===== src/video_pkg.sv =====
package video_pkg;

  // ----------------------------------------------------------------------
  // stream side constants
  // ----------------------------------------------------------------------

  // bits per colour channel, also per gray pixel
  localparam int DATA_WIDTH = 8;

  // luma weights, sum is 256 so a shift by 8 normalises
  localparam logic [DATA_WIDTH-1:0] LUMA_R = 8'd77;
  localparam logic [DATA_WIDTH-1:0] LUMA_G = 8'd150;
  localparam logic [DATA_WIDTH-1:0] LUMA_B = 8'd29;

  // ----------------------------------------------------------------------
  // stream side types
  // ----------------------------------------------------------------------

  typedef logic [DATA_WIDTH-1:0] pixel_t;

  typedef struct packed {
    pixel_t r;
    pixel_t g;
    pixel_t b;
  } rgb_t;

  // framing strobes of one beat
  // tuser marks start of frame, tlast end of line
  typedef struct packed {
    logic valid;
    logic tuser;
    logic tlast;
  } beat_t;

  // what the output stream shows
  typedef enum logic [1:0] {
    VIEW_GRAY_L = 2'd0,
    VIEW_GRAY_R = 2'd1,
    VIEW_DISP_L = 2'd2,
    VIEW_DISP_R = 2'd3
  } view_sel_t;

endpackage

===== src/stereo_pkg.sv =====
package stereo_pkg;

  import video_pkg::*;

  // ----------------------------------------------------------------------
  // matching geometry
  // ----------------------------------------------------------------------

  // disparities searched per pixel
  localparam int MAX_DISP   = 8;
  // horizontal window width
  localparam int CNTX_SIZE  = 3;
  // pixels kept per line history
  localparam int HIST_LEN   = MAX_DISP + CNTX_SIZE - 1;
  localparam int DISP_W     = 3;
  // 3 x 255 = 765 fits in 10 bits
  localparam int COST_W     = 10;
  // 7 x 32 = 224, spreads disparity over the 8-bit range
  localparam int DISP_SCALE = 32;

  // ----------------------------------------------------------------------
  // matching types
  // ----------------------------------------------------------------------

  // entry j is the pixel j positions before the window end
  typedef pixel_t [CNTX_SIZE-1:0] window_t;
  // entry d is the candidate window for disparity d
  typedef window_t [MAX_DISP-1:0] cand_t;
  typedef logic [DISP_W-1:0] disp_t;

  typedef struct packed {
    window_t base;
    cand_t   cand;
  } match_req_t;

  typedef struct packed {
    pixel_t left;
    pixel_t right;
    beat_t  beat;
  } pair_t;

endpackage


===== src/stereovision.sv =====
`timescale 1ns/1ps

module stereovision
  import video_pkg::*;
  import stereo_pkg::*;
(
  input  logic      aclk,
  input  logic      rst,
  input  rgb_t      in_pix,
  input  beat_t     in_beat,
  input  view_sel_t view_sel,
  output rgb_t      out_pix,
  output beat_t     out_beat
);

  // ----------------------------------------------------------------------
  // stage wires
  // ----------------------------------------------------------------------

  pixel_t     gray;
  beat_t      gray_beat;
  match_req_t req_l;
  match_req_t req_r;
  pair_t      pair;
  logic       req_valid;
  disp_t      disp_l;
  disp_t      disp_r;
  logic       disp_valid_l;

  // luma, one cycle
  rgb_to_gray gray_i (
    .aclk      (aclk),
    .rst       (rst),
    .in_pix    (in_pix),
    .in_beat   (in_beat),
    .gray      (gray),
    .gray_beat (gray_beat)
  );

  // left/right split and windows
  view_unfold unfold_i (
    .aclk      (aclk),
    .rst       (rst),
    .gray      (gray),
    .gray_beat (gray_beat),
    .req_l     (req_l),
    .req_r     (req_r),
    .pair      (pair),
    .req_valid (req_valid)
  );

  // left referenced matcher
  disp_search search_l_i (
    .aclk       (aclk),
    .rst        (rst),
    .req        (req_l),
    .req_valid  (req_valid),
    .disp       (disp_l),
    .disp_valid (disp_valid_l)
  );

  // right referenced matcher, same strobe timing as the left one
  disp_search search_r_i (
    .aclk       (aclk),
    .rst        (rst),
    .req        (req_r),
    .req_valid  (req_valid),
    .disp       (disp_r),
    .disp_valid ()
  );

  view_select select_i (
    .aclk       (aclk),
    .rst        (rst),
    .view_sel   (view_sel),
    .pair       (pair),
    .disp_l     (disp_l),
    .disp_r     (disp_r),
    .disp_valid (disp_valid_l),
    .out_pix    (out_pix),
    .out_beat   (out_beat)
  );

endmodule


===== src/view_select.sv =====
`timescale 1ns/1ps

module view_select
  import video_pkg::*;
  import stereo_pkg::*;
(
  input  logic      aclk,
  input  logic      rst,
  input  view_sel_t view_sel,
  input  pair_t     pair,
  input  disp_t     disp_l,
  input  disp_t     disp_r,
  input  logic      disp_valid,
  output rgb_t      out_pix,
  output beat_t     out_beat
);

  // pair delayed one stage to sit next to the matcher results
  pixel_t left_q;
  pixel_t right_q;
  beat_t  beat_q;
  pixel_t shown;

  always_ff @(posedge aclk) begin
    if (pair.beat.valid) begin
      left_q  <= pair.left;
      right_q <= pair.right;
    end
  end

  always_ff @(posedge aclk) begin
    if (rst) begin
      beat_q <= '0;
    end else begin
      beat_q <= pair.beat;
    end
  end

  // ----------------------------------------------------------------------
  // view mux
  // ----------------------------------------------------------------------

  always_comb begin
    case (view_sel)
      VIEW_GRAY_L: shown = left_q;
      VIEW_GRAY_R: shown = right_q;
      // scaled up so small disparities are visible
      VIEW_DISP_L: shown = pixel_t'(disp_l * DISP_SCALE);
      VIEW_DISP_R: shown = pixel_t'(disp_r * DISP_SCALE);
      default:     shown = left_q;
    endcase
  end

  // gray goes out on all three channels
  always_ff @(posedge aclk) begin
    if (disp_valid) begin
      out_pix <= '{r: shown, g: shown, b: shown};
    end
  end

  // flags only ever ride on a valid output beat
  always_ff @(posedge aclk) begin
    if (rst) begin
      out_beat <= '0;
    end else begin
      out_beat <= '{valid: disp_valid,
                    tuser: disp_valid & beat_q.tuser,
                    tlast: disp_valid & beat_q.tlast};
    end
  end

endmodule


===== src/disp_search.sv =====
`timescale 1ns/1ps

module disp_search
  import video_pkg::*;
  import stereo_pkg::*;
(
  input  logic       aclk,
  input  logic       rst,
  input  match_req_t req,
  input  logic       req_valid,
  output disp_t      disp,
  output logic       disp_valid
);

  logic [COST_W-1:0] cost [MAX_DISP];
  logic [COST_W-1:0] best_cost;
  disp_t             best_disp;

  // unsigned distance of two gray values
  function automatic pixel_t abs_diff(input pixel_t a, input pixel_t b);
    return (a > b) ? a - b : b - a;
  endfunction

  // ----------------------------------------------------------------------
  // SAD per disparity
  // ----------------------------------------------------------------------

  always_comb begin
    for (int d = 0; d < MAX_DISP; d++) begin
      cost[d] = '0;
      for (int j = 0; j < CNTX_SIZE; j++) begin
        cost[d] = cost[d] + COST_W'(abs_diff(req.base[j], req.cand[d][j]));
      end
    end
  end

  // ----------------------------------------------------------------------
  // minimum search
  // ----------------------------------------------------------------------

  // strict compare, so a tie keeps the lower disparity
  always_comb begin
    best_cost = cost[0];
    best_disp = '0;
    for (int d = 1; d < MAX_DISP; d++) begin
      if (cost[d] < best_cost) begin
        best_cost = cost[d];
        best_disp = DISP_W'(d);
      end
    end
  end

  always_ff @(posedge aclk) begin
    if (req_valid) begin
      disp <= best_disp;
    end
  end

  always_ff @(posedge aclk) begin
    if (rst) begin
      disp_valid <= 1'b0;
    end else begin
      disp_valid <= req_valid;
    end
  end

endmodule


===== src/view_unfold.sv =====
`timescale 1ns/1ps

module view_unfold
  import video_pkg::*;
  import stereo_pkg::*;
(
  input  logic       aclk,
  input  logic       rst,
  input  pixel_t     gray,
  input  beat_t      gray_beat,
  output match_req_t req_l,
  output match_req_t req_r,
  output pair_t      pair,
  output logic       req_valid
);

  // 0 expects left beat, 1 expects right beat
  logic   phase;
  logic   right_beat;
  // left pixel parked until its right partner shows up
  pixel_t held_pix;
  logic   held_tuser;
  // index 0 is the newest pair of the line
  pixel_t [HIST_LEN-1:0] hist_l;
  pixel_t [HIST_LEN-1:0] hist_r;
  pixel_t [HIST_LEN-1:0] next_l;
  pixel_t [HIST_LEN-1:0] next_r;
  match_req_t asm_l;
  match_req_t asm_r;
  pixel_t pair_left;
  pixel_t pair_right;
  beat_t  pair_beat;

  assign right_beat = gray_beat.valid & phase;

  // histories as they look once this right beat is in
  assign next_l = {hist_l[HIST_LEN-2:0], held_pix};
  assign next_r = {hist_r[HIST_LEN-2:0], gray};

  // ----------------------------------------------------------------------
  // phase and left holding
  // ----------------------------------------------------------------------

  always_ff @(posedge aclk) begin
    if (rst) begin
      phase      <= 1'b0;
      held_tuser <= 1'b0;
    end else if (gray_beat.valid) begin
      phase <= ~phase;
      if (!phase) begin
        held_tuser <= gray_beat.tuser;
      end
    end
  end

  always_ff @(posedge aclk) begin
    if (gray_beat.valid && !phase) begin
      held_pix <= gray;
    end
  end

  // ----------------------------------------------------------------------
  // line histories
  // ----------------------------------------------------------------------

  // cleared at end of line so the next line starts on zero padding
  always_ff @(posedge aclk) begin
    if (rst) begin
      hist_l <= '0;
      hist_r <= '0;
    end else if (right_beat) begin
      hist_l <= gray_beat.tlast ? '0 : next_l;
      hist_r <= gray_beat.tlast ? '0 : next_r;
    end
  end

  // ----------------------------------------------------------------------
  // window building
  // ----------------------------------------------------------------------

  always_comb begin
    for (int j = 0; j < CNTX_SIZE; j++) begin
      // left ref: window ending at k
      asm_l.base[j] = next_l[j];
      // right ref: window ending at k-7
      asm_r.base[j] = next_r[MAX_DISP-1+j];
      for (int d = 0; d < MAX_DISP; d++) begin
        // right window ending at k-d
        asm_l.cand[d][j] = next_r[d+j];
        // left window ending at k-7+d
        asm_r.cand[d][j] = next_l[MAX_DISP-1-d+j];
      end
    end
  end

  always_ff @(posedge aclk) begin
    if (right_beat) begin
      req_l      <= asm_l;
      req_r      <= asm_r;
      pair_left  <= next_l[0];
      pair_right <= gray;
    end
  end

  // pair strobes, tuser from the left beat and tlast from the right
  always_ff @(posedge aclk) begin
    if (rst) begin
      pair_beat <= '0;
    end else begin
      pair_beat <= '{valid: right_beat,
                     tuser: right_beat & held_tuser,
                     tlast: right_beat & gray_beat.tlast};
    end
  end

  assign req_valid = pair_beat.valid;
  assign pair      = '{left: pair_left, right: pair_right, beat: pair_beat};

endmodule


===== src/rgb_to_gray.sv =====
`timescale 1ns/1ps

module rgb_to_gray
  import video_pkg::*;
(
  input  logic   aclk,
  input  logic   rst,
  input  rgb_t   in_pix,
  input  beat_t  in_beat,
  output pixel_t gray,
  output beat_t  gray_beat
);

  // full weighted sum, 16 bits hold 255 x 256
  logic [2*DATA_WIDTH-1:0] luma_sum;

  // ----------------------------------------------------------------------
  // weighted luma
  // ----------------------------------------------------------------------

  // products taken at the full sum width
  always_comb begin
    luma_sum = (2*DATA_WIDTH)'(LUMA_R) * (2*DATA_WIDTH)'(in_pix.r)
             + (2*DATA_WIDTH)'(LUMA_G) * (2*DATA_WIDTH)'(in_pix.g)
             + (2*DATA_WIDTH)'(LUMA_B) * (2*DATA_WIDTH)'(in_pix.b);
  end

  // gray value only updated on accepted beats
  always_ff @(posedge aclk) begin
    if (in_beat.valid) begin
      // drop the low byte
      gray <= luma_sum[2*DATA_WIDTH-1:DATA_WIDTH];
    end
  end

  // strobes follow the pixel by one cycle
  always_ff @(posedge aclk) begin
    if (rst) begin
      gray_beat <= '0;
    end else begin
      gray_beat <= in_beat;
    end
  end

endmodule


===== config.mk =====
export PLATFORM = sky130hd
export DESIGN_NAME = stereovision
export DESIGN_NICKNAME = d
export VERILOG_FILES = /design/src/video_pkg.sv /design/src/stereo_pkg.sv /design/src/stereovision.sv /design/src/view_select.sv /design/src/disp_search.sv /design/src/view_unfold.sv /design/src/rgb_to_gray.sv
export SDC_FILE = /design/constraint.sdc
export NUM_CORES = 2
export LEC_CHECK = 0
export ABC_AREA = 1
export BUFFER_PORTS_ARGS = -buffer_cell sky130_fd_sc_hd__buf_4
export CAP_MARGIN = 0
export CORE_UTILIZATION = 30
export DETAILED_ROUTE_END_ITERATION = 10
export GPL_ROUTABILITY_DRIVEN = 0
export PLACE_DENSITY = 0.56
export SETUP_SLACK_MARGIN = 0.15
export SYNTH_ARGS = -nofsm -noshare
export SYNTH_HDL_FRONTEND = slang
export SYNTH_SLANG_ARGS = --single-unit
export TNS_END_PERCENT = 1

===== constraint.sdc =====
create_clock -name aclk -period 42.5 [get_ports aclk]
set_input_delay 4.25 -clock aclk [delete_from_list [all_inputs] [get_ports aclk]]
set_output_delay 4.25 -clock aclk [all_outputs]
set_load 0.005 [all_outputs]

==> flow_summary.yaml <==
worst_setup_path:
  crit_slowest_cell: "edfxtp_1"
  max_stage_delay_ns: 0.70
  cpMostUsedCell: "nand2_1"
  cp-start-kind: "register"
  cp_max_fo: 22
  critPathRequiredTime_ns: 42.80
  critPathCaptureType: "register"
  crit_type: "register to register"
  arrival_ns: 16.26
finish:
  fin_util: 0.329
  drive_above_1_share: 0.0406
  num-nets-final: 8259
  syn_to_final_growth_pct: 8.40
  fill_cells: 18600
  postLayoutCellArea_um2: 58200
grt:
  grt_pass1_wl_um: 272000
  grt_pass1_vias: 45800
  antenna_found_initial: 4
  grt_use_total: 0.194
  grt_max_degree: 91
  grt_remaining_overflow: 0
sta:
  finalCriticalPeriod_ns: 15.97
  relSlewSlack: 0.281
  clock_skew_ns: 0.0183
  tightest_slew_ns: 1.08
  finalSetupViolations: 0
  maxSlewViolCount: 0
  max_freq_mhz: 62.6
  final.period_utilization: 0.376
  grt_setup_unrepaired: "no"
  tns_ns: 0
  hold_viol_final: 0
logic_synthesis:
  synth-seq-cells: 364
  synth_edf_count: 206
  synth_area_leaders: "ha_1, edfxtp_1, inv_1"
  ys_seq_area_frac: 0.174
  netlist.area_leader.share: 0.253
  synth_ff_type: "edfxtp_1"
  ys_types: 55
  synth_area_leader_cell: "ha_1"
  syn-num-nets: 8250
  synth_warnings: 0
  synthCells: 6962
  netlist_area_um2: 53700
  synthArstFlopShare: 0
  synth.avg_cell_area_um2: 7.72
outcome:
  status: "complete, no violations"
clock_tree:
  cts_resized: 0
  clockBufferDepth: 3
  post_cts_buffers: 0
  clk_pin_slew_ns: 0.06
  cts_tree: "done"
  cts-root-buf: "clkbuf_16"
  htree_levels: 2
  holdBufCountCts: 0
  cts_buffers: 40
  insertion_delay_ns: 0.58
  clock-sinks: 364
power:
  switching_share: 0.575
  leakage_nw: 29.0
  seqPwrFrac: 0.097
  clkPwrFrac: 0.080
  comb_power_share: 0.823
  p_int_mw: 1.89
  p_per_area_nw_per_um2: 76.3
  switching_power_mw: 2.56
  ir_drop_mv: 0.131
floorplan:
  row_count: 154
  die_area_um2: 181000
  io_pins: 58
  start_util: 0.303
  core_um2: 177000
  die_w_um: 425
  die_h_um: 425
detailed_routing:
  avgViaCountPerCell: 5.13
  routed_wl_um: 181000
  drtIter0Drc: 4005
  post_drt_wl_per_cell_um: 19.4
  postRouteAntennaNets: 0
  drc: 0
  vias: 47900
  drt_pass1_iterations: 6
placed_design:
  io_buffers: 57
  placed_area_um2: 56900
  dp_hpwl_um: 146000
min_path:
  hold_path.class: "register to register"
flow_run:
  maxCapViolCount: 0
[power by group through the flow]
| stage | combinational (mW) | clock [mW] | sequential, mW |
|---|---|---|---|
| final | 3.66 | 0.357 | 0.431 |
| after floorplan | 2.88 | 0 | 0.431 |
| after CTS | 3.63 | 0.364 | 0.431 |
| after global routing | 4.17 | 0.377 | 0.432 |
| after global placement | 3.52 | 0 | 0.439 |
| after detailed placement | 3.61 | 0 | 0.438 |
[metal layers]
| layer | track usage | part of all wire | up-vias |
|---|---|---|---|
| met2 | 0.315 | 0.44 | 1728 |
| met3 | 0.0266 | 0.072 | 323 |
| met4 | 0.0718 | 0.040 | 0 |
| met1 | 0.260 | 0.45 | 22600 |
| li1 | - | - | 23300 |
| met5 | 0 | 0 | - |
[sequential cells by signal, indices dropped and copies added, names as in the netlist]
register and cells:
gray_i.gray 8, gray_i.gray_beat 3, search_l_i.disp 3, search_l_i.disp_valid 1
search_r_i.disp 3, select_i.beat_q 2, select_i.left_q 8, select_i.out_beat 3
select_i.out_pix 8, select_i.right_q 8, unfold_i.asm_l 88, unfold_i.asm_r 56
unfold_i.held_pix 8, unfold_i.held_tuser 1, unfold_i.pair 2, unfold_i.phase 1
unfold_i.req_l 104, unfold_i.req_r 56, unfold_i.req_valid 1
[layout by cell type (no fill, tap or decap), types with 18 or more instances in the layout]
master / count
a211oi_1: 63
a21o_1: 39
a21oi_1: 606
a221o_1: 31
a31oi_1: 30
buf_4: 125
clkbuf_16: 41
dfxtp_1: 156
edfxtp_1: 206
fa_1: 171
ha_1: 1086
inv_1: 1327
mux2i_1: 65
nand2_1: 1094
nand2_2: 31
nand3_1: 265
nand4_1: 51
nor2_1: 224
nor3_1: 19
o211ai_1: 31
o21ai_0: 417
o21ai_1: 18
o21bai_1: 45
o221ai_1: 25
o22ai_1: 32
o31ai_1: 18
o32ai_1: 110
xnor2_1: 161
xor2_1: 346
[through the flow]
| step | power (mW) | setup slack, ns | hold slack, ns | instances |
|---|---|---|---|---|
| after detailed placement | 4.05 | 26.60 | 0.403 | 9269 |
| after floorplan | 3.31 | 28.88 | 0.388 | 6962 |
| after global routing | 4.98 | 25.01 | 0.434 | 9343 |
| final | 4.44 | 26.53 | 0.412 | 9344 |
| after global placement | 3.96 | 26.63 | 0.405 | 9269 |
| after CTS | 4.43 | 26.54 | 0.414 | 9342 |
[synthesized netlist by cell type, types with 25 or more instances]
cell and instances:
nor2_1 224, ha_1 1086, a31oi_1 30, fa_1 171, nand2_2 31, o21ai_0 417
inv_1 1328, o22ai_1 32, a211oi_1 63, edfxtp_1 206, xor2_1 346, o211ai_1 31
mux2i_1 65, o221ai_1 25, xnor2_1 161, clkbuf_1 119, nand2_1 1095, a21oi_1 606
nand4_1 51, dfxtp_1 158, a221o_1 31, a21o_1 39, o21bai_1 45, nand3_1 265
o32ai_1 110
[final timing paths]
kind                                       from                                to  cells after the start  slack (ns)
setup reg to reg  unfold_i.req_l[160]$_DFFE_PP_  search_r_i.disp[1]$_SDFFCE_PP1P_                     78       26.53
setup / recovery  unfold_i.req_l[160]$_DFFE_PP_  search_r_i.disp[1]$_SDFFCE_PP1P_                     78       26.53
hold reg to reg     unfold_i.pair[1]$_SDFF_PP0_     select_i.beat_q[1]$_SDFF_PP0_                      2        0.41
hold / removal      unfold_i.pair[1]$_SDFF_PP0_     select_i.beat_q[1]$_SDFF_PP0_                      2        0.41
[cell type report]
type | instances | area (um^2) | share of cell area
Clock inverter | 19 | 214 | 0.00367
Clock buffer | 54 | 1130 | 0.0195
Antenna cell | 2 | 5.00 | 0.0000859
Tap cell | 2340 | 2930 | 0.0503
Inverter | 1340 | 5040 | 0.0865
Timing Repair Buffer | 125 | 938 | 0.0161
Multi-Input combinational cell | 5100 | 38600 | 0.663
Sequential cell | 364 | 9350 | 0.161
[worst max-delay path, delay by kind of cell, from the launching register on]
kind / cells / cell delay, ns
compound gates: 19 / 4.70
xor+xnor: 3 / 0.71
fa+ha+maj: 11 / 3.67
buf+inv: 6 / 0.92
flops: 1 / 0.70
mux: 1 / 0.35
simple gates: 38 / 4.61
[logic make-up after synthesis]
family,after synthesis,share of synthesized area
flops,364,0.174
compound gates,1539,0.172
fa+ha+maj,1257,0.317
simple gates,1732,0.136
xor+xnor,507,0.0827
buf+inv,1498,0.107
mux,65,0.0121
No activity file was read; power rests on OpenSTA's default activity.
